$ cat src/hw/soc_cfg.svh
////////////////////
// Widths, address map and device ids of the bus core.
// Bases and map sizes must stay word aligned; the map must not overlap.
////////////////////
`ifndef SOC_CFG_SVH
`define SOC_CFG_SVH

// Bus data width and byte selects
`define ARCHBITSZ 32
`define SELBITSZ 4

// Scratch RAM, 256 words
`define SCRATCH_BASE 32'h0000
`define SCRATCH_MAPSZ 32'h0400
`define SCRATCH_ID 16'd1
`define SCRATCH_USEINTR 1'b0

// Device table, 64 words
`define DEVTBL_BASE 32'h0400
`define DEVTBL_MAPSZ 32'h0100
`define DEVTBL_ID 16'd7
`define DEVTBL_USEINTR 1'b0

// Device-table word holding the two reset bits
`define CTRL_WORD 6'd63

// Word offset width on the stage link, sized for the largest slave
`define OFFSET_BITSZ 8

// Reset counter reloads to all ones
`define RST_CNTR_BITSZ 4

`endif

$ cat src/hw/rst_seq.sv
////////////////////
// Reset counter and software reset decode.
// Power-off holds the system in reset until rst_p.
////////////////////
`default_nettype none

`include "soc_cfg.svh"

module rst_seq (
	input  wire  clk24mhz,
	input  wire  rst_p,
	input  wire  rst0_i,
	input  wire  rst1_i,
	output logic sys_rst_o,
	output logic pwr_off_o
);

	logic [`RST_CNTR_BITSZ-1:0] rst_cntr;
	logic                       sw_cold_rst;
	logic                       sw_warm_rst;
	logic                       sw_pwr_off;
	logic                       reload;

	// Decode of the device-table reset bits
	assign sw_warm_rst = ~rst0_i & rst1_i;
	assign sw_cold_rst = rst0_i & rst1_i;
	assign sw_pwr_off  = rst0_i & ~rst1_i;

	// No global set/reset here, so cold reset takes the warm path
	assign reload = rst_p | sw_warm_rst | sw_cold_rst;

	always_ff @(posedge clk24mhz) begin
		if (reload) begin
			rst_cntr <= '1;
		end else if (rst_cntr != '0) begin
			rst_cntr <= rst_cntr - 1'b1;
		end
	end

	// Latched until the board reset comes
	always_ff @(posedge clk24mhz) begin
		if (rst_p) begin
			pwr_off_o <= 1'b0;
		end else if (sw_pwr_off) begin
			pwr_off_o <= 1'b1;
		end
	end

	// Released at the edge where the count reaches zero
	assign sys_rst_o = pwr_off_o | (rst_cntr != '0);

endmodule

`default_nettype wire

$ cat config.mk
export PLATFORM = sky130hd
export DESIGN_NAME = rst_seq
export DESIGN_NICKNAME = d
export VERILOG_FILES = /design/src/hw/rst_seq.sv
export VERILOG_INCLUDE_DIRS = /design/src /design/src/hw
export SDC_FILE = /design/constraint.sdc
export NUM_CORES = 1
export LEC_CHECK = 0
export ABC_AREA = 1
export BUFFER_PORTS_ARGS = -buffer_cell sky130_fd_sc_hd__buf_2
export CAP_MARGIN = 20
export CELL_PAD_IN_SITES_DETAIL_PLACEMENT = 1
export CELL_PAD_IN_SITES_GLOBAL_PLACEMENT = 1
export CORE_AREA = 3 3 40 42
export CTS_CLUSTER_DIAMETER = 80
export CTS_CLUSTER_SIZE = 8
export DETAILED_ROUTE_END_ITERATION = 12
export DIE_AREA = 0 0 43 45
export PLACE_DENSITY_LB_ADDON = 0.25
export SLEW_MARGIN = 30
export SYNTH_ARGS = -nofsm -noshare
export SYNTH_HDL_FRONTEND = slang
export SYNTH_SLANG_ARGS = --single-unit
$ cat constraint.sdc
create_clock -name clk24mhz -period 2.2 [get_ports clk24mhz]
set_input_delay 0.11 -clock clk24mhz [delete_from_list [all_inputs] [get_ports clk24mhz]]
set_output_delay 0.11 -clock clk24mhz [all_outputs]
set_load 0.005 [all_outputs]
; ---- Word-level counts from Yosys, hierarchy flattened
; Cells that the tools add are included.
[word_totals]
ff_bits = 5
latch_bits = 0
mem_bits_rw = 0
mem_bits_ro = 0
input_bits = 4
output_inout_bits = 2
n_memories = 0
[classes]
add_sub_neg = 1
multipliers = 0
n_div = 0
n_lt_le_gt_ge = 0
n_eq_ne = 0
shifts = 0
n_mux = 0
bitwise_logic = 8
n_reduce_logical = 1
[op_table]
columns = op, count
row1 = $reduce_bool A4 Y1, 1
row2 = $sub A4 B1 Y4 const B, 1
row3 = $and A1 B1 Y1, 3
row4 = $or A1 B1 Y1, 3
row5 = $not A1 Y1, 2

; ---- Logic depth before layout (Yosys ltp)
[depth]
ltp_word = 4
depth_mapped = 5
mapped_depth_nobuf = 5

; ---- Least setup slack after synthesis
; No wires, ideal clock.
[synth_path]
kind = register to register
startpoint = register rst_cntr[0]
endpoint = register rst_cntr[0]
setup_time_ps = 127
arrival_ps = 842
t_required_ps = 2073
setup_slack_ps = 1231
stages_incl_launch_ff = 6
n_path_buf = 0
period_less_slack_ps = 969
path_cell_list = dfxtp_1 -> inv_1 -> ha_1 -> nand3_1 -> nand2_1 -> nand3_1
[synth_between]
elab_chain_len = 1
elab_cells_between_ends = 2
classes_between = add/sub: 1 / reduce/logical: 1
[synth_rtl]
columns = element, line_no
row1 = "start, declared", rst_seq.sv:18  ; logic [`RST_CNTR_BITSZ-1:0] rst_cntr;
row2 = "start signal, assigned", rst_seq.sv:36  ; rst_cntr <= rst_cntr - 1'b1;
row3 = $sub A4 B1 Y4 / $reduce_bool A4 Y1 (equally long branches), "rst_seq.sv:36, rst_seq.sv:35"
; Parallel ways exist; a longest one is shown, timed or not.
; A chain may end at the register's enable or synchronous reset.

; ---- Worst setup path in the final report
[layout_path]
startpoint = register rst_cntr[0]
endpoint = output port sys_rst_o
[layout_between]
elab_chain_len = 2
[layout_rtl]
columns = element, line_no
row1 = $reduce_bool A4 Y1, rst_seq.sv:50  ; assign sys_rst_o = pwr_off_o | (rst_cntr != '0);
row2 = $or A1 B1 Y1, rst_seq.sv:50
row3 = "end, declared", rst_seq.sv:14  ; output logic sys_rst_o,
; No other way between the ends.

==> results_dict.tcl <==
set metrics [dict create \
    maxSlewViolCount 0 \
    post_detailed_route_count_of_antenna_violating_nets 0 \
    die-area_um2 1940 \
    cell_at_the_root_of_the_clock_tree "clkbuf_4" \
    slowest_stage "dfxtp_1" \
    grt_pass1_wl_um 1100 \
    hold_ws_ns 0.0605 \
    period_share 0.596 \
    overflow 0 \
    antenna-diode-count 0 \
    report.power.total_uw 215 \
    ios 6 \
    htreeDepth 1 \
    drt_pre_antenna_iters 2 \
    cell_by_cell_trace_of_the_critical_path "inv_1 > ha_1 > nand4_1 > buf_2" \
    power.density_cell_area_nw_per_um2 678 \
    die-height_um 45 \
    std_cell_rows 13 \
    core_area_um2 1280 \
    power.static_leakage_uw 0.000174 \
    num-nets-final 50 \
    cp_data_required_time_ns 2.09 \
    yosys.cell_types.count 11 \
    die_width_um 43 \
    start_util 0.193 \
    insertion_delay_ns 0.24 \
    final_layout_size_suffix_gt1_frac 0.209 \
    number_of_antenna_violations_at_the_first_check_in_global_routing 0 \
    postSynthAreaPerCell_um2 7.29 \
    worst_ep_arrival_time_ns 1.20 \
    outcome "complete, no violations" \
    synthesis.area_um2 248 \
    hold_buffers 0 \
    tritoncts "done" \
    cp_max_fo 5 \
    hold_path.class "in2reg" \
    maxCapViolations 0 \
    fmax_mhz 763 \
    routedWlPerCell_um 10.2 \
    max_slew.worst_pin.slew_ns 0.359 \
    cts.sinks 5 \
    detailedRoute.firstIterationViolations 1 \
    post_synthesis_instance_total 34 \
    r2r_slack_ns 1.03 \
    first_global_vias 265 \
    clock_pin_transition_on_the_worst_setup_and_hold_timing_paths_ns 0.04 \
    synth_fp_nets 40 \
    worst_path_largest_cell_delay_ns 0.32 \
    vias_per_cell 4.47 \
    max_slew_margin 0.760 \
    numPortBuffers 5 \
    ys_seq_elements 5 \
    drt_wl_total_um 594 \
    setup_viol 0 \
    count_of_buffers_added_by_post_cts_timing_repair_for_setup 0 \
    share_of_synthesized_area_occupied_by_flip_flops_and_latches 0.404 \
    drc 0 \
    area_growth_pct 28.3 \
    post_layout_minimum_cycle_time_ns 1.31 \
    grt_setup_unrepaired "false" \
    route.vias.total 259 \
    cts_buffers 3 \
    post_cts_resized 0 \
    timing.setup.tns_ns 0 \
    timing.clock.skew_ns 0.00269 \
    clockBufferDepth 2 \
    timing_worst_setup_path_type "reg2out" \
    hold_viol 0 \
    groute.usage.overall 0.0774 \
    cp-end-kind "primary output" \
    ir_worst_vdd_v 0.000256 \
    maximum_number_of_pins_on_one_net_before_global_route_repair 8 \
    ys.warnings.count 0 \
    post-dp-hpwl_um 487 \
    critical_path.startpoint_type "flip-flop" \
    place.gp.congestion 0.712 \
]
==> cells in the mapped netlist (all sizes together) <==
cell   number  share of area
nand2       8           0.12
dfxtp       5           0.40
nor2        2          0.030
ha          2           0.10
a21oi       1          0.020
inv         6          0.091
nand4       3          0.076
xor2        1          0.035
o21ai       1          0.020
nand3       5           0.10
==> flip-flops by register name, indices dropped and copies added (netlist names) <==
| name | flops |
|---|---|
| rst_cntr | 4 |
| pwr_off_o | 1 |
==> metal layers <==
metal	vias to the layer above	wire length (µm)	global-route usage
met3	0	37	0.0598
met1	124	252	0.0841
li1	131	-	-
met2	4	304	0.120
met5	-	0	0
met4	0	0	0.0181
==> cell type report <==
class / count / area [µm²]
Tap cell: 15 / 18.8
Multi-Input combinational cell: 23 / 125
Inverter: 6 / 22.5
Clock buffer: 4 / 26.3
Fill cell: 161 / 967
Timing Repair Buffer: 5 / 25.0
Sequential cell: 5 / 100
==> through the flow <==
stage	std cells	area (µm²)	setup slack, ns	utilization
floorplan	34	248	1.23	-
global placement	54	292	1.09	0.227
detailed placement	54	292	1.05	0.227
CTS	58	318	0.872	0.247
global route	58	318	0.797	0.247
finish	58	318	0.889	0.247
==> cells in the final DEF, fill, tap and decap left out <==
cell      instances
dfxtp_1           5
a21oi_1           1
nand3_1           5
nand4_1           3
o21ai_0           1
xor2_1            1
nor2_1            2
ha_1              2
nand2_1           8
clkbuf_1          1
buf_2             5
inv_1             5
inv_2             1
clkbuf_4          3
==> where the power goes <==
part           leakage (µW)  internal, µW  switching [µW]
Sequential        0.0000410          94.3            1.78
Combinational      0.000118          6.07            8.74
Clock             0.0000150          68.5            36.0
Total              0.000174           169            46.6
==> worst max-delay path, delay by kind of cell (launching register included) <==
| kind | cells | cell delay [ns] |
|---|---|---|
| buffers and inverters | 2 | 0.25 |
| adders and majority gates | 1 | 0.28 |
| DFF | 1 | 0.32 |
| and+or+nand+nor | 1 | 0.11 |
==> path summary, 6_finish.rpt <==
kind / startpoint / end / cells after the start
min reg2reg: pwr_off_o / pwr_off_o / 2
min: rst_p / pwr_off_o / 2
max reg2reg: rst_cntr[0] / rst_cntr[0] / 5
max: rst_cntr[0] / sys_rst_o / 4
==> logic make-up after synthesis <==
kind of cell	count (synthesis)	share of synthesized area
simple gates	18	0.328
buf+inv	6	0.0909
flops	5	0.404
compound gates	2	0.0404
fa+ha+maj	2	0.101
xor+xnor	1	0.0354
Note: power is estimated with default switching activity, not from simulation.
