--- src/hw/soc_cfg.svh ---
////////////////////
// Widths, address map and device ids of the bus core.
// Bases and map sizes must stay word aligned; the map must not overlap.
////////////////////
`ifndef SOC_CFG_SVH
`define SOC_CFG_SVH

// Bus data width and byte selects
`define ARCHBITSZ 32
`define SELBITSZ 4

// Scratch RAM, 256 words
`define SCRATCH_BASE 32'h0000
`define SCRATCH_MAPSZ 32'h0400
`define SCRATCH_ID 16'd1
`define SCRATCH_USEINTR 1'b0

// Device table, 64 words
`define DEVTBL_BASE 32'h0400
`define DEVTBL_MAPSZ 32'h0100
`define DEVTBL_ID 16'd7
`define DEVTBL_USEINTR 1'b0

// Device-table word holding the two reset bits
`define CTRL_WORD 6'd63

// Word offset width on the stage link, sized for the largest slave
`define OFFSET_BITSZ 8

// Reset counter reloads to all ones
`define RST_CNTR_BITSZ 4

`endif

--- src/hw/soc_pkg.sv ---
////////////////////
// Bus operation and slave index encodings.
////////////////////
`default_nettype none

package soc_pkg;

	// Bus operation, same encoding as the peripheral bus
	typedef enum logic [1:0] {
		OP_NOP  = 2'b00,
		OP_WR   = 2'b01,
		OP_RD   = 2'b10,
		// Swap: old value comes back, new value is stored
		OP_RDWR = 2'b11
	} pi1_op_t;

	// Slave selected by the address map.
	// Order matches the device-table entries
	typedef enum logic [1:0] {
		SLV_SCRATCH = 2'd0,
		SLV_DEVTBL  = 2'd1,
		SLV_INVALID = 2'd2
	} slave_idx_t;

endpackage

`default_nettype wire

--- src/hw/pi1_stage_if.sv ---
////////////////////
// One decoded access between the stages.
// Four-phase req/ack, fields held while req is high.
////////////////////
`default_nettype none

`include "soc_cfg.svh"

interface pi1_stage_if import soc_pkg::*; ();

	// Decode stage side
	logic                      req;
	pi1_op_t                   op;
	slave_idx_t                slave;
	logic [`OFFSET_BITSZ-1:0]  offset;
	logic [`ARCHBITSZ-1:0]     wdata;
	logic [`SELBITSZ-1:0]      sel;

	// Device stage side, rdata valid with ack
	logic                      ack;
	logic [`ARCHBITSZ-1:0]     rdata;

	modport up (
		output req, op, slave, offset, wdata, sel,
		input  ack, rdata
	);

	modport down (
		input  req, op, slave, offset, wdata, sel,
		output ack, rdata
	);

endinterface

`default_nettype wire

--- src/hw/addr_decode.sv ---
////////////////////
// Address map and top-level handshake. One access in flight.
// Unmapped addresses go to the invalid device.
////////////////////
`default_nettype none

`include "soc_cfg.svh"

module addr_decode import soc_pkg::*; (
	input  wire                    clk24mhz,
	input  wire                    sys_rst_i,
	input  wire                    req_i,
	input  wire pi1_op_t           op_i,
	input  wire [`ARCHBITSZ-1:0]   addr_i,
	input  wire [`ARCHBITSZ-1:0]   wdata_i,
	input  wire [`SELBITSZ-1:0]    sel_i,
	output logic                   ack_o,
	output logic [`ARCHBITSZ-1:0]  rdata_o,
	pi1_stage_if.up                stage
);

	localparam logic [2:0] ST_IDLE    = 3'd0;
	localparam logic [2:0] ST_LAUNCH  = 3'd1;
	localparam logic [2:0] ST_WAIT    = 3'd2;
	localparam logic [2:0] ST_ACK     = 3'd3;
	localparam logic [2:0] ST_RELEASE = 3'd4;

	logic [2:0]               state;
	logic [`ARCHBITSZ-1:0]    addr_aligned;
	logic [`ARCHBITSZ-1:0]    scratch_rel;
	logic [`ARCHBITSZ-1:0]    devtbl_rel;
	slave_idx_t               slave_d;
	logic [`OFFSET_BITSZ-1:0] offset_d;

	assign addr_aligned = {addr_i[`ARCHBITSZ-1:2], 2'b00};
	// Unsigned wrap makes one compare cover both ends of a region
	assign scratch_rel  = addr_aligned - `SCRATCH_BASE;
	assign devtbl_rel   = addr_aligned - `DEVTBL_BASE;

	always_comb begin
		if (scratch_rel < `SCRATCH_MAPSZ) begin
			slave_d  = SLV_SCRATCH;
			offset_d = scratch_rel[`OFFSET_BITSZ+1:2];
		end else if (devtbl_rel < `DEVTBL_MAPSZ) begin
			slave_d  = SLV_DEVTBL;
			offset_d = devtbl_rel[`OFFSET_BITSZ+1:2];
		end else begin
			slave_d  = SLV_INVALID;
			offset_d = '0;
		end
	end

	always_ff @(posedge clk24mhz) begin
		if (sys_rst_i) begin
			state     <= ST_IDLE;
			stage.req <= 1'b0;
			ack_o     <= 1'b0;
		end else begin
			case (state)
				ST_IDLE:    if (req_i) state <= ST_LAUNCH;
				ST_LAUNCH: begin
					stage.req <= 1'b1;
					state     <= ST_WAIT;
				end
				ST_WAIT: if (stage.ack) begin
					ack_o <= 1'b1;
					state <= ST_ACK;
				end
				// Master release ripples down to the device stage
				ST_ACK: if (!req_i) begin
					stage.req <= 1'b0;
					state     <= ST_RELEASE;
				end
				ST_RELEASE: if (!stage.ack) begin
					ack_o <= 1'b0;
					state <= ST_IDLE;
				end
				default: state <= ST_IDLE;
			endcase
		end
	end

	// Fields captured once per access, read data held until the next one
	always_ff @(posedge clk24mhz) begin
		if (state == ST_IDLE && req_i) begin
			stage.op     <= op_i;
			stage.slave  <= slave_d;
			stage.offset <= offset_d;
			stage.wdata  <= wdata_i;
			stage.sel    <= sel_i;
		end
		if (state == ST_WAIT && stage.ack)
			rdata_o <= stage.rdata;
	end

endmodule

`default_nettype wire

--- src/flat_wrapper.sv ---
// flat-port wrapper written by rule: the top's interface ports become plain ports
module addr_decode_flat import soc_pkg::*;
  (clk24mhz, sys_rst_i, req_i, op_i, addr_i, wdata_i, sel_i, ack_o, rdata_o, stage_req, stage_op, stage_slave, stage_offset, stage_wdata, stage_sel, stage_ack, stage_rdata);
  pi1_stage_if stage_i ();
  input  wire clk24mhz;
  input  wire sys_rst_i;
  input  wire req_i;
  input  wire pi1_op_t op_i;
  input  wire [`ARCHBITSZ-1:0] addr_i;
  input  wire [`ARCHBITSZ-1:0] wdata_i;
  input  wire [`SELBITSZ-1:0] sel_i;
  output logic ack_o;
  output logic [`ARCHBITSZ-1:0] rdata_o;
  output wire logic [$bits(stage_i.req)-1:0] stage_req;
  output wire logic [$bits(stage_i.op)-1:0] stage_op;
  output wire logic [$bits(stage_i.slave)-1:0] stage_slave;
  output wire logic [$bits(stage_i.offset)-1:0] stage_offset;
  output wire logic [$bits(stage_i.wdata)-1:0] stage_wdata;
  output wire logic [$bits(stage_i.sel)-1:0] stage_sel;
  input wire logic [$bits(stage_i.ack)-1:0] stage_ack;
  input wire logic [$bits(stage_i.rdata)-1:0] stage_rdata;
  assign stage_req = stage_i.req;
  assign stage_op = stage_i.op;
  assign stage_slave = stage_i.slave;
  assign stage_offset = stage_i.offset;
  assign stage_wdata = stage_i.wdata;
  assign stage_sel = stage_i.sel;
  assign stage_i.ack = stage_ack;
  assign stage_i.rdata = stage_rdata;
  addr_decode u_core (.clk24mhz(clk24mhz), .sys_rst_i(sys_rst_i), .req_i(req_i), .op_i(op_i), .addr_i(addr_i), .wdata_i(wdata_i), .sel_i(sel_i), .ack_o(ack_o), .rdata_o(rdata_o), .stage(stage_i));
endmodule
--- config.mk ---
export PLATFORM = sky130hd
export DESIGN_NAME = addr_decode_flat
export DESIGN_NICKNAME = d
export VERILOG_FILES = /design/src/hw/soc_pkg.sv /design/src/hw/pi1_stage_if.sv /design/src/hw/addr_decode.sv /design/src/flat_wrapper.sv
export VERILOG_INCLUDE_DIRS = /design/src /design/src/hw
export SDC_FILE = /design/constraint.sdc
export NUM_CORES = 1
export LEC_CHECK = 0
export BUFFER_PORTS_ARGS = -buffer_cell sky130_fd_sc_hd__buf_2
export CORE_ASPECT_RATIO = 0.8
export CORE_MARGIN = 3
export CORE_UTILIZATION = 41
export CTS_CLUSTER_SIZE = 12
export DETAILED_ROUTE_END_ITERATION = 16
export PLACE_DENSITY = 0.79
export SYNTH_ARGS = -nofsm -noshare
export SYNTH_HDL_FRONTEND = slang
export SYNTH_SLANG_ARGS = --single-unit
--- constraint.sdc ---
create_clock -name clk24mhz -period 9.6 [get_ports clk24mhz]
set_input_delay 1.92 -clock clk24mhz [delete_from_list [all_inputs] [get_ports clk24mhz]]
set_output_delay 1.92 -clock clk24mhz [all_outputs]
set_load 0.01 [all_outputs]
======== Word-level counts from Yosys, hierarchy flattened ========
Cells that the tools add are included.
W data, S select, Z words.
storage, ports and cells
  output and inout bits ................... 82
  logic and storage cells ................. 41
  register bits after elaboration ......... 85
operators by class
  equality and inequality tests ........... 8
  order comparisons ....................... 2
  reduce and logical (&&, ||, !) cells .... 8
  mux-type cells .......................... 13
  $add $sub $neg .......................... 1
operators with widths
  operator                  count
  $lt A32 B11 Y1 const B    1
  $lt A32 B9 Y1 const B     1
  $sub A32 B11 Y32 const B  1
  $mux W8                   2
  $pmux W3 S5               1
  $mux W3                   4
  $ne A2 B2 Y1 const B      4
  $eq A3 B2 Y1 const B      2
  $pmux W1 S2               2
  $reduce_and A4 Y1         1
  $reduce_bool A2 Y1        2
  $eq A3 B1 Y1 const B      1
  $eq A3 B3 Y1 const B      1
  $logic_not A3 Y1          1
  $mux W1                   3
  $reduce_and A3 Y1         1
  $logic_and A1 B1 Y1       2
  $mux W2                   1
  $reduce_and A2 Y1         1

======== Longest topological paths before layout ========
Gate-level depths: netlist of run 1.
  depth in word-level cells ............... 4
  gate-level depth with buffers ........... 4

======== Worst setup path before layout of run 1 ========
No wires, ideal clock.
  path kind ............................... in2reg
  start ................................... in req_i
  end ..................................... reg u_core.stage.offset[0], enable pin
  slack ................................... 2190 ps
  setup time .............................. 590 ps
  stages .................................. 1
  arrival ................................. 6821 ps
  path through ............................ nor4b_1
on the way
  longest elaborated chain between the ends .. 1
ends and longest elaborated chain
  item                  line                source
  from (decl)           flat_wrapper.sv:7   input wire req_i;
  $logic_and A1 B1 Y1   addr_decode.sv:85   if (state == ST_IDLE && req_i) begin
  to (signal assigned)  addr_decode.sv:88   stage.offset <= offset_d;
  to (decl)             pi1_stage_if.sv:24  output req, op, slave, offset, wdata, sel,
Every way passes these cells.
A chain may end at the register's enable or synchronous reset.

======== Worst setup path in the final report of run 1 ========
  start ................................... in addr_i[16]
  end ..................................... reg u_core.stage.slave[1], data pin
on the way
  longest elaborated chain between the ends .. 3
ends and longest elaborated chain
  item                        line                source
  from (decl)                 flat_wrapper.sv:9   input wire [`ARCHBITSZ-1:0] addr_i;
  $sub A32 B11 Y32 (no line)  --
  $lt A32 B9 Y1 (no line)     --
  $mux W2                     addr_decode.sv:44   end else if (devtbl_rel < `DEVTBL_MAPSZ) begin
  to (signal assigned)        addr_decode.sv:87   stage.slave <= slave_d;
  to (decl)                   pi1_stage_if.sv:24
Several ways; a longest one is shown, not always the timed one.

==> impl.org, run 1 <==
** Synth
- Count of yosys warnings during synthesis :: 0
- By instance count, the leading cell after synthesis is edfxtp_1.
- Synth Net Count :: around 240
- The synthesized netlist occupies a cell area of roughly 2800 um2.
- Counting instances in the post-synthesis netlist gives the leading cell types as 80 x edfxtp_1, 9 x nor3_1, 7 x nand2_1, 5 x dfxtp_1, 5 x nor2_1.
- Number of flops mapped to enable cells by yosys :: 80
- Of the synthesized area, sequential elements account for 0.878.
- Count of different cell masters after synthesis :: 23
- For this run, asynchronously set or reset flops after synthesis account for 0.
- edfxtp_1 takes more of the synthesized area than any other cell.
- Mean instance size in the synthesized netlist :: ~21 um2
- Synth Instances :: 136
- Sorting the synthesized cells by area gives the leading types as edfxtp_1 84%, dfxtp_1 3.5%, nor4_4 2.2%.
- Top flip-flop cell by instance count after synthesis :: edfxtp_1
- The synthesized design contains 85 register bits.
- The share of synthesized area in the top cell type comes to 0.843.

** Cells and area
- Layout cell share with drive strength beyond 1 :: 0.620
- Fill cells :: between 500 and 600
- Relative to the synthesized area, the layout overhead comes to 43.6%.
- The repair_antennas step left the layout with diodes totalling 0.
- Final non-filler cell total :: between 400 and 500
- Nets@finish :: ~440

** Placed design
- Total instance count after detailed placement :: 405
- Prior to clock tree synthesis, the placed netlist has a worst setup slack of 6.34 ns.
- Total half-perimeter wirelength after legalization and detailed placement :: 5.11 mm
- Routability congestion estimate :: approximately 0.76
- During placement, the flow inserted port buffers numbering 185.

** Global routing
- Pin count of the biggest net entering global routing :: 34
- Vias in the first global route :: just under 2000
- The initial antenna violation count was 0.
- Wire length of the first global-routing pass :: around 9.5 mm
- Across every metal layer, demand over resource in global routing totals 0.158.
- After global routing the overflow that remains totals 0.

** CTS
- The number of setup buffers added after CTS is 0.
- Clock Root Buffer :: clkbuf_8
- The longest clock path from root to sink contains 2 buffers.
- Quantity of gates resized following cts :: 0
- TritonCTS clock tree :: yes
- The later pin in the worst-skew pair is clocked with a latency of between 0.3 and 0.4 ns.
- Hold repair after CTS inserted 0 buffers.
- Clock slew seen by the registers of the worst setup and hold paths :: around 0.080 ns
- Clock tree synthesis found a total of 85 sinks.
- TritonCTS Buffers :: 9
- The clock tree synthesis step divided the H-tree into 3 levels.

** Setup path
- The largest single stage delay on the critical path is around 0.4 ns.
- Slack of the worst reg-to-reg path :: 8.04 ns
- Cell-by-cell listing of the critical path :: buf_2 -> nor4_4 -> nand4_4 -> or3b_1
- The worst setup path is captured at a flop.
- Sort of element at the start of the critical path :: input pin
- Max stage delay cell, worst path :: or3b_1
- Crit path arrival time :: between 2 and 3 ns
- Largest fanout on the critical path :: 10
- The cell family contributing the most delay on the critical path is simple AND/OR/NAND/NOR gates.
- In this run the critical register-to-register path is launched from u_core.state[0].
- Endpoint required time on the critical path :: 9.69 ns
- Critical Path Source :: addr_i[16]
- Classification of the worst setup path :: in -> reg
- Counting both buffers and inverters, the worst setup path holds a total of 1.

** Floorplanning
- I/O pins :: ~190
- Y dimension of the die :: just over 80 um
- Die Span X :: 99.2 um
- Row generation in the floorplan step produced 26 rows.
- CORE AREA :: 6570 um2
- Die Footprint :: roughly 8000 um2
- Initial standard-cell utilization of the core :: 0.434

** Timing
- Final cycle utilization of the critical path :: 0.302
- Based on the critical path, the design can be clocked at up to approximately 340 MHz.
- Final setup violation count :: 0
- Slack of the critical path :: approximately 6.7 ns
- Setup repair after global routing left no endpoint under its margin.
- Slew Limit Headroom :: 0.677
- Adding up every negative setup slack in the final design gives 0 ns.
- The clock period could shrink to a little under 3 ns.
- Fin Clk Skew :: approximately 0.011 ns
- At the pin with the least slew margin, the transition time is about 0.48 ns.
- The final-report max-slew violation count is 0.
- The number of hold violations in the final report is 0.

** Detailed routing
- After detailed routing, the average wire length per cell comes to roughly 16 um.
- Vias per std cell :: between 4 and 5
- In the routed design, unresolved DRC markers number 0.
- The detailed router finished its first iteration with 53 violations.
- The routed layout has roughly 1900 vias.
- Number of detailed-routing iterations run before antenna repair :: 4
- For this block, the routed nets add up to around 6.6 mm of wire.
- Count of nets left with antenna violations after detail routing :: 0

** Power
- Across the VDD grid, the largest voltage drop is about 0.1 mV.
- The analysis attributes to cell leakage a power of ~0.0017 uW.
- In this run the power density over the cells is 179 nW/um2.

** Flow run
- The tool flagged a number of max-cap violations equal to 0.

** Min path
- In this run the worst hold path is classified as reg -> reg.
- The startpoint identified for the worst hold timing path is u_core.ack_o.

** Status
- Result of the run :: finished, final reports clean
-- layout by cell type, fill, tap and decap left out, types with 2 or more instances in the layout --
master    synthesis  layout
nor2_1            5       5
buf_4             0       3
or3b_1            2       2
buf_2             0     185
nor3_1            9       9
inv_1             2       2
nand3_1           2       2
clkinv_4          0       2
nor4_1            4       4
edfxtp_1         80      80
o21a_1            2       2
inv_6             0       3
dfxtp_1           5       5
nand2_1           7       7
clkbuf_8          0       9
nor4_4            3       3
-- cell type report --
| type | instances | area, um2 | share of cell area |
|---|---|---|---|
| repair buffers | 188 | 948 | 0.232 |
| inverters | 2 | 7.51 | 0.00183 |
| flip-flops and latches | 85 | 2500 | 0.612 |
| well taps | 84 | 105 | 0.0257 |
| clock inverters | 7 | 55.1 | 0.0135 |
| multi-input cells | 46 | 349 | 0.0853 |
| clock buffers | 9 | 124 | 0.0303 |
-- registers in the layout (all words and copies together), names as in the netlist --
register / flops
u_core.stage.op: 2
u_core.stage.offset: 8
u_core.stage.slave: 2
u_core.state: 3
u_core.ack_o: 1
u_core.stage.req: 1
u_core.stage.wdata: 32
u_core.stage.sel: 4
u_core.rdata_o: 32
-- power by group --
| part | internal (uW) | total (uW) | switching, uW | leakage [uW] |
|---|---|---|---|---|
| combinational | 33.3 | 72.9 | 39.6 | 0.000845 |
| sequential | 431 | 438 | 6.94 | 0.000789 |
| clock | 96.7 | 224 | 127 | 0.0000883 |
| total | 561 | 734 | 173 | 0.00172 |
-- path summary, 6_finish.rpt --
path                                  to  cells after the start
setup / recovery   u_core.stage.slave[1]                      4
hold reg to reg             u_core.ack_o                      2
setup reg to reg  u_core.stage.wdata[10]                      2
hold / removal              u_core.ack_o                      2
-- per-stage QoR --
step,cell area [um2],total power (uW),util,hold WS [ns]
floorplan,2850,476,-,0.525
global route,4090,768,0.623,0.567
CTS,4090,745,0.623,0.533
detailed placement,3910,521,0.595,0.511
global placement,3910,518,0.595,0.472
finish,4090,734,0.623,0.531
-- metal layers --
metal  GRT usage  vias to the layer above  part of all wire
li1            -                      928                 -
met1       0.168                      910              0.35
met2       0.292                      107              0.55
met3      0.0599                        2             0.096
met4      0.0491                        0            0.0058
met5           0                        -                 0
-- worst reg2reg max path, delay by kind of cell (launching register included) --
kind	cells	cell delay (ns)
AND/OR/NAND/NOR	1	0.36
buffers and inverters	1	0.44
flip-flops	1	0.42
-- logic make-up (layout without fill, tap and decap cells) --
| logic type | count (synthesis) | in the layout | synth area share |
|---|---|---|---|
| flip-flops | 85 | 85 | 0.878 |
| AND/OR/NAND/NOR | 39 | 39 | 0.0979 |
| buffers and inverters | 5 | 206 | 0.00659 |
| AO/OA/AOI/OAI | 6 | 6 | 0.0136 |
| multiplexers | 1 | 1 | 0.00351 |
Note: power is estimated with default switching activity, not from simulation.
==> run 2: changes to the inputs <==
==> constraint.sdc (replaced) <==
create_clock -name clk24mhz -period 2.81 [get_ports clk24mhz]
set_input_delay 0.562 -clock clk24mhz [delete_from_list [all_inputs] [get_ports clk24mhz]]
set_output_delay 0.562 -clock clk24mhz [all_outputs]
set_load 0.01 [all_outputs]
==> run 2 against run 1 <==
  * Flip-flop and latch count unchanged
  * Largest power group unchanged
  * Critical path depth is 2 lower
  * Wire length rose by 2.1%
  * First-iteration DRC count is 9.4% lower
  * Utilization is 0.32 points higher
  * Global-route usage rose by 0.17 points
  * Clock-buffer cell count stayed put
  * Clock skew shrank 0.0060 ns
  * Combinational power rose to 3.4 times the previous value
==> impl.org, run 2 (synthesis gave the netlist of run 1 again) <==
** Status
- Result of the run :: finished, final reports clean

** Cells and area
- In the final layout, the share of cells above drive strength 1 is 0.619.
- Measured on the finished design, the core utilization comes to 0.626.
- Commonest cells after routing, fill and taps aside :: 185 x buf_2, 80 x edfxtp_1, 9 x nor3_1, 9 x clkbuf_8, 7 x nand2_1
- The net count of the finished layout is between 400 and 500.
- Compared with the post-synthesis result, the final layout area differs by 44.4%.
- Leaving out fill and tap cells, the most frequent cell in the layout is buf_2.
- Top Registers :: u_core.rdata_o x32, u_core.stage.wdata x32, u_core.stage.offset x8
- Ant diodes :: 0

** Setup path
- Number of buffers and inverters on the critical path :: 1
- For this design, the slowest cell found on the critical path is buf_4.
- For this run, the slowest stage of the critical path takes 0.52 ns.
- R2R cell count :: 2
- Sort of element at the start of the critical path :: flop
- Crit Reg-Reg Startpoint :: u_core.state[0]
- The worst setup path is of the reg -> reg kind.
- The most critical setup path has its startpoint at u_core.state[0].
- Endpoint required time on the critical path :: 2.79 ns
- Category of cells accounting for the largest share of critical-path delay :: buffers and inverters
- The worst setup path is captured at a flop.
- The worst register-to-register path has a setup slack of between 1 and 1.5 ns.
- Following the worst setup path forward leads to its endpoint at u_core.stage.wdata[31].
- Crit path arrival time :: around 1.6 ns
- Crit Reg-Reg Endpoint :: u_core.stage.wdata[31]
- Of all nets on the critical path, the largest fanout is 48.
- Logic depth of the worst setup path including buffers :: 2
- Walking the worst path, the cells encountered are nor4b_4 -> buf_4.

** CTS
- TritonCTS built the clock tree.
- Clock slew seen by the registers of the worst setup and hold paths :: approximately 0.08 ns
- The H-tree was split into 3 levels.
- Insertion delay to the later sink of the worst-skew pair :: ~0.34 ns
- TritonCTS Buffers :: 9
- Postcts setup bufs :: 0
- CTS Hold Bufs :: 0
- The cell sitting at the root of the clock tree is a clkbuf_8.
- Clock sinks :: 85
- In this run the deepest clock path goes through 2 buffers.
- Quantity of gates resized following cts :: 0

** Floorplanning
- The die covers roughly 8000 um2.
- Initial standard-cell utilization of the core :: 0.434
- Site Rows :: 26
- The total area inside the core boundary comes to 6570 um2.
- I/O pins :: roughly 190
- From left edge to right edge, the die measures 99.2 um.
- The die is 80.6 um tall.

** Global routing
- Global routing finished with a remaining overflow of 0.
- Antenna violations before repair :: 0
- The via count of the first global-routing pass was around 1800.
- Entering global routing, the biggest net connects 49 pins.
- The first global-routing pass estimated roughly 9.5 mm of wire.
- In the global route stage, overall resource usage came out at 0.160.

** Timing
- Final setup violation count :: 0
- Max-slew violation count :: 0
- Adding up every negative setup slack in the final design gives 0 ns.
- The number of hold violations in the final report came to 0.
- In this run the tightest slew margin relative to its limit is 0.603.
- Hold timing on the final database bottoms out at a slack of about 0.39 ns.
- Clock skew on the completed layout was measured at roughly 0.0053 ns.
- Setup repair after global routing left no endpoint under its margin.
- Based on the critical path, the design can be clocked at up to ~610 MHz.
- Final cycle utilization of the critical path :: 0.587
- The clock period could shrink to 1.65 ns.
- For the pin with the worst max-slew slack, the measured transition is ~0.59 ns.

** Detailed routing
- In this run, the number of DRC markers left after iteration 0 of detailed routing was 48.
- The detail route stage leaves a number of antenna-violating nets equal to 0.
- The routed layout has 1952 vias.
- The routed design has around 6.7 mm of wire.
- After detailed routing, the number of vias per cell comes to between 4 and 5.
- In the routed design, unresolved DRC markers number 0.
- In the final routed layout, each cell accounts on average for ~16 um.
- The pre-antenna-repair detailed-routing pass consisted of 4 iterations.

** Placed design
- Total half-perimeter wirelength after legalization and detailed placement :: 5.24 mm
- Buffers placed on the I/O ports in this run total about 190.
- Routability congestion estimate :: between 0.7 and 0.8

** Power
- The analysis attributes to cell leakage a power of between 0.0015 and 0.002 uW.
- IR analysis of the VDD net gives a maximum drop of between 0.2 and 0.3 mV.
- Power spread over the standard cell area amounts to 628 nW/um2.

** Flow run
- Max cap viols :: 0

** Min path
- Worst min-delay path class :: in -> reg
## run 2: layout make-up
type / instances / area (um2)
flip-flops and latches: 85 / 2500
clock buffers: 9 / 124
inverters: 2 / 7.51
fillers: 506 / 2460
multi-input cells: 46 / 358
repair buffers: 187 / 941
well taps: 84 / 105
clock inverters: 7 / 75.1
## run 2: per-stage QoR
step	setup slack (ns)	cells	instance area [um2]	total power, uW
after floorplan	0.196	136	2880	1620
after global placement	0.927	404	3910	1770
after detailed placement	0.899	404	3910	1780
after CTS	1.15	420	4110	2620
after global routing	1.06	420	4110	2690
final	1.16	420	4110	2580
## run 2: per-layer routing
metal | global-route usage | routed length [um]
met3 | 0.0625 | 594
met4 | 0.0409 | 76
met5 | 0 | 0
met1 | 0.188 | 2630
met2 | 0.277 | 3420
## run 2: power by group
group / internal, uW / switching [uW]
combinational: 113 / 135
clock: 415 / 422
sequential: 1470 / 26.3
total: 2000 / 584
## run 2: worst min path at each step
stage / depth (start not counted) / from / end / slack [ns]
2_1_floorplan: 2 / u_core.stage.req / u_core.stage.req / 0.53
4_1_cts: 1 / stage_rdata[9] / u_core.rdata_o[9] / 0.37
3_5_place_dp: 2 / u_core.stage.req / u_core.stage.req / 0.48
5_1_grt: 1 / stage_rdata[26] / u_core.rdata_o[26] / 0.36
6_report: 1 / stage_rdata[30] / u_core.rdata_o[30] / 0.39
3_3_place_gp: 2 / u_core.stage.req / u_core.stage.req / 0.47
==> run 3: changes to the inputs <==
--- a/config.mk
+++ b/config.mk
@@ -6,13 +6,14 @@
 export SDC_FILE = /design/constraint.sdc
 export NUM_CORES = 1
 export LEC_CHECK = 0
+export ABC_AREA = 1
 export BUFFER_PORTS_ARGS = -buffer_cell sky130_fd_sc_hd__buf_2
 export CORE_ASPECT_RATIO = 0.8
 export CORE_MARGIN = 3
-export CORE_UTILIZATION = 41
+export CORE_UTILIZATION = 40
 export CTS_CLUSTER_SIZE = 12
 export DETAILED_ROUTE_END_ITERATION = 16
-export PLACE_DENSITY = 0.79
+export PLACE_DENSITY = 0.76
 export SYNTH_ARGS = -nofsm -noshare
 export SYNTH_HDL_FRONTEND = slang
 export SYNTH_SLANG_ARGS = --single-unit
==> constraint.sdc (replaced) <==
create_clock -name clk24mhz -period 1.4 [get_ports clk24mhz]
set_input_delay 0.28 -clock clk24mhz [delete_from_list [all_inputs] [get_ports clk24mhz]]
set_output_delay 0.28 -clock clk24mhz [all_outputs]
set_load 0.01 [all_outputs]
==> run 3 against run 2 <==
  * The flow now finishes with violations (negative setup slack)
  * Synthesized cell count is 98% higher
  * Clock power is 120% higher
  * Sequential power rose by 130%
  * Highest routed layer unchanged
  * Utilization increased by 3.1 points
  * Clock-buffer cell count did not move
  * Register-to-register slack worse by 1.1 ns
  * Worst setup slack got worse by 1.3 ns
  * Largest power group unchanged
==> impl.org, run 3 <==
** Setup path
- Maximum cell stage delay along the critical path :: around 0.16 ns
- Largest fanout on the critical path :: 5
- Endpoint required time on the critical path :: ~1.5 ns
- STA classifies the critical path endpoint as a flop.
- Counting stages on the worst path, the most repeated cell is nor2_4.
- Crit path arrival time :: approximately 1.6 ns
- Category of cells accounting for the largest share of critical-path delay :: simple AND/OR/NAND/NOR gates
- The critical path in this run is classified as in -> reg.
- Sort of element at the start of the critical path :: input pin
- Counting both buffers and inverters, the worst setup path holds a total of 2.
- Cell-by-cell listing of the critical path :: buf_2 -> nor2_4 -> buf_4 -> nand2_1 -> o21ai_1 -> nand2_1 -> nor2_4 -> nand3_4 -> nor2_4 -> nand3_4 -> and2_4
- On the critical path, the stage with the largest delay is an instance of nor2_4.

** Floorplanning
- about 190 I/O pins were placed.
- The initial utilization of the core area, before any placement, comes to 0.425.
- The region available for standard cell placement spans roughly 8200 um2.
- The die covers just under 10000 um2.
- The initialized floorplan defines 29 standard-cell rows.
- Y dimension of the die :: between 80 and 90 um
- Die Span X :: roughly 110 um

** Synth
- For this run, the leading register cell type out of synthesis is edfxtp_1.
- Simple-gate share of the synthesized area :: 0.207
- Count of different cell masters after synthesis :: 28
- Yosys printed 0 warnings.
- In the synthesized netlist, the cells that appear most often are 80 x edfxtp_1, 43 x nand2_1, 29 x inv_1, 29 x nor2_1, 16 x a21oi_1.
- The biggest area contributor in the post-synthesis netlist is edfxtp_1.
- Of the total synthesized cell area, the portion taken by XOR and XNOR cells is 0.00503.
- Of the post-synthesis cell area, the part taken by muxes is 0.
- Post-synthesis share of cell area spent on full adders, half adders and majority gates :: 0
- Synth Instances :: around 270
- Share of flip-flops with an asynchronous set or reset after synthesis :: 0
- Cell Area, Synth :: ~3500 um2
- Register area share after synthesis :: 0.718
- Mean instance size in the synthesized netlist :: between 10 and 15 um2
- The area fraction in compound gates after synthesis came to 0.0377.
- Number of flops mapped to enable cells by yosys :: 80
- Yosys attributes the largest share of cell area to edfxtp_1 69%, nand2_1 4.6%, inv_1 3.1%.
- Of the post-synthesis cell area, the dominant cell type holds 0.690.
- Dominant combinational cell family by area after synthesis :: simple AND/OR/NAND/NOR gates
- Total of flip-flops plus latches after synthesis :: 85
- Among all cell types in the netlist, the one instantiated most often is edfxtp_1.
- Counting every net in the synthesized netlist gives between 300 and 400.

** Detailed routing
- Wire length per cell after detailed routing :: around 16 um
- The detail route stage leaves a number of antenna-violating nets equal to 0.
- The first detailed-routing pass took 4 iterations.
- After detailed routing, the number of remaining DRC violations is 0.
- DR iter-0 viols :: approximately 120
- Via Count :: about 2900
- Vias per std cell :: between 4 and 5
- Wires add up to 10.3 mm.

** Global routing
- Vias in the first global route :: about 3000
- Remaining global-route overflow :: 0
- In the global route stage, overall resource usage came out at 0.199.
- Entering global routing, the biggest net connects 34 pins.
- The first global-routing pass estimated around 15 mm of wire.
- The initial antenna violation count is 0.

** Cells and area
- Area growth from synthesis to layout :: 54.7%
- Layout cell share with drive strength beyond 1 :: 0.610
- Footprint of the multi-input gates :: ~1100 um2
- Top Registers :: u_core.rdata_o x32, u_core.stage.wdata x32, u_core.stage.offset x8
- Most common library cell in the layout ignoring fill and taps :: buf_2
- Leaving out filler cells and counting taps, the final layout contains 626.
- The sequential cells in the finished layout cover a total of around 2500 um2.
- Ant diodes :: 0
- Nets@finish :: about 620
- At the end of the flow the core is filled with cells to 0.657.
- Final design instance area without fill :: 5390 um2
- Fill cells :: 606
- Commonest cells after routing, fill and taps aside :: 180 x buf_2, 80 x edfxtp_1, 45 x buf_4

** Power
- Power per unit of standard cell area :: between 1000 and 1500 nW/um2
- VDD sags by at most around 0.75 mV.
- Leakage :: about 0.0023 uW

** Timing
- Final setup violation count :: 10
- The number of hold violations in the final report is 0.
- Across all hold checks on the routed design, the worst slack comes to between 0.1 and 0.15 ns.
- Timing-limited maximum frequency :: 651 MHz
- Slew at the pin closest to its max-slew limit :: 0.249 ns
- Subtracting the final worst setup slack from the clock period gives 1.54 ns.
- The final-report max-slew violation count was 0.
- Setup repair after global routing could not meet its margin everywhere.
- Total Negative Setup Slacks :: -0.702 ns
- In the post-route analysis, the smallest setup slack over all paths is -0.136 ns.
- Slew Limit Headroom :: 0.834
- In the finished design, the share of the clock period the worst path needs comes to 1.10.
- Fin Clk Skew :: around 0.013 ns

** CTS
- Buffers inserted to repair hold after CTS numbered 0.
- Counting the buffers created by CTS gives 9.
- The tree is rooted in a clkbuf_8.
- Clock tree synthesis found a total of 85 sinks.
- TritonCTS clock tree :: yes
- The clock tree synthesis step divided the H-tree into 3 levels.
- After clock tree synthesis, the clock-pin slew on the worst setup and hold paths is roughly 0.09 ns.
- The clock passes through at most 2 buffers.
- The clock reaches the later pin of the worst-skew pair after 0.34 ns.

** Status
- Result of the run :: complete, but fails checks
- Failing checks :: negative setup slack

** Placed design
- Number of port buffers :: between 150 and 200
- Routability congestion estimate :: 0.928
- Once detailed placement completed, the half-perimeter wirelength came to 8.12 mm.
- Placed Instance Area :: between 4000 and 5000 um2
- Total instance count after detailed placement :: roughly 600

** Flow run
- Max cap viols :: 0

** Min path
- The worst hold path belongs to the class in -> reg.
[run 3: cell types whose count changed after synthesis, sizes merged, moves of 7 or more]
cell / before / now
nand3: 2 / 21
nor2: 5 / 44
a21oi: 1 / 16
inv: 2 / 30
nor4: 7 / 0
nand2: 7 / 50
[run 3: repair_timing]
action / 4_1_cts / 5_1_grt
pin swaps: 18 / 27
buffers inserted: 4 / 3
cloned: 1 / 0
setup endpoints to repair: 10 / 12
resized for setup: 21 / 26
[run 3: stage by stage]
stage | total power (uW) | worst slack [ns]
after CTS | 6810 | -0.0981
after global placement | 4860 | -0.502
after floorplan | 4100 | -0.256
after global routing | 7120 | -0.207
final | 6780 | -0.136
after detailed placement | 4920 | -0.540
[run 3: kinds of logic (layout without fill, tap and decap cells)]
family / after synthesis / in the layout
AND/OR/NAND/NOR: 127 / 128
XOR/XNOR: 2 / 2
AO/OA/AOI/OAI: 25 / 25
flip-flops: 85 / 85
buffers and inverters: 30 / 278
[run 3: power breakdown]
part | switching, uW | internal (uW)
Sequential | 132 | 3290
Combinational | 888 | 607
Clock | 850 | 1010
[run 3: path summary, 6_finish.rpt]
path                      endpoint  cells past startpoint       startpoint  slack (ns)
max          u_core.stage.slave[1]                     11       addr_i[14]       -0.14
min          u_core.stage.wdata[9]                      1       wdata_i[9]        0.10
max reg2reg        u_core.state[1]                      8  u_core.state[2]        0.05
min reg2reg           u_core.ack_o                      2     u_core.ack_o        0.49
[run 3: layout make-up]
class | instances | share of cell area
well taps | 108 | 0.0251
multi-input cells | 155 | 0.198
repair buffers | 232 | 0.251
inverters | 30 | 0.0209
flip-flops and latches | 85 | 0.465
clock inverters | 7 | 0.0179
clock buffers | 9 | 0.0230
[run 3: worst register-to-register path, cell delays in order (launching register included)]
cell	delay (ns)
dfxtp_2	0.35
nor2_4	0.12
nand2_1	0.13
nand2_1	0.08
o21ai_0	0.09
o211ai_1	0.10
inv_1	0.12
o21ai_0	0.18
a31oi_1	0.06
[run 3: layer usage]
layer  wire [um]  part of all wire  GRT usage  vias up
li1            -                 -          -     1425
met1        3770              0.37      0.223     1369
met2        5530              0.54      0.362      128
met3         756             0.074     0.0505       18
met4         207             0.020     0.0839        0
met5           0                 0          0        -
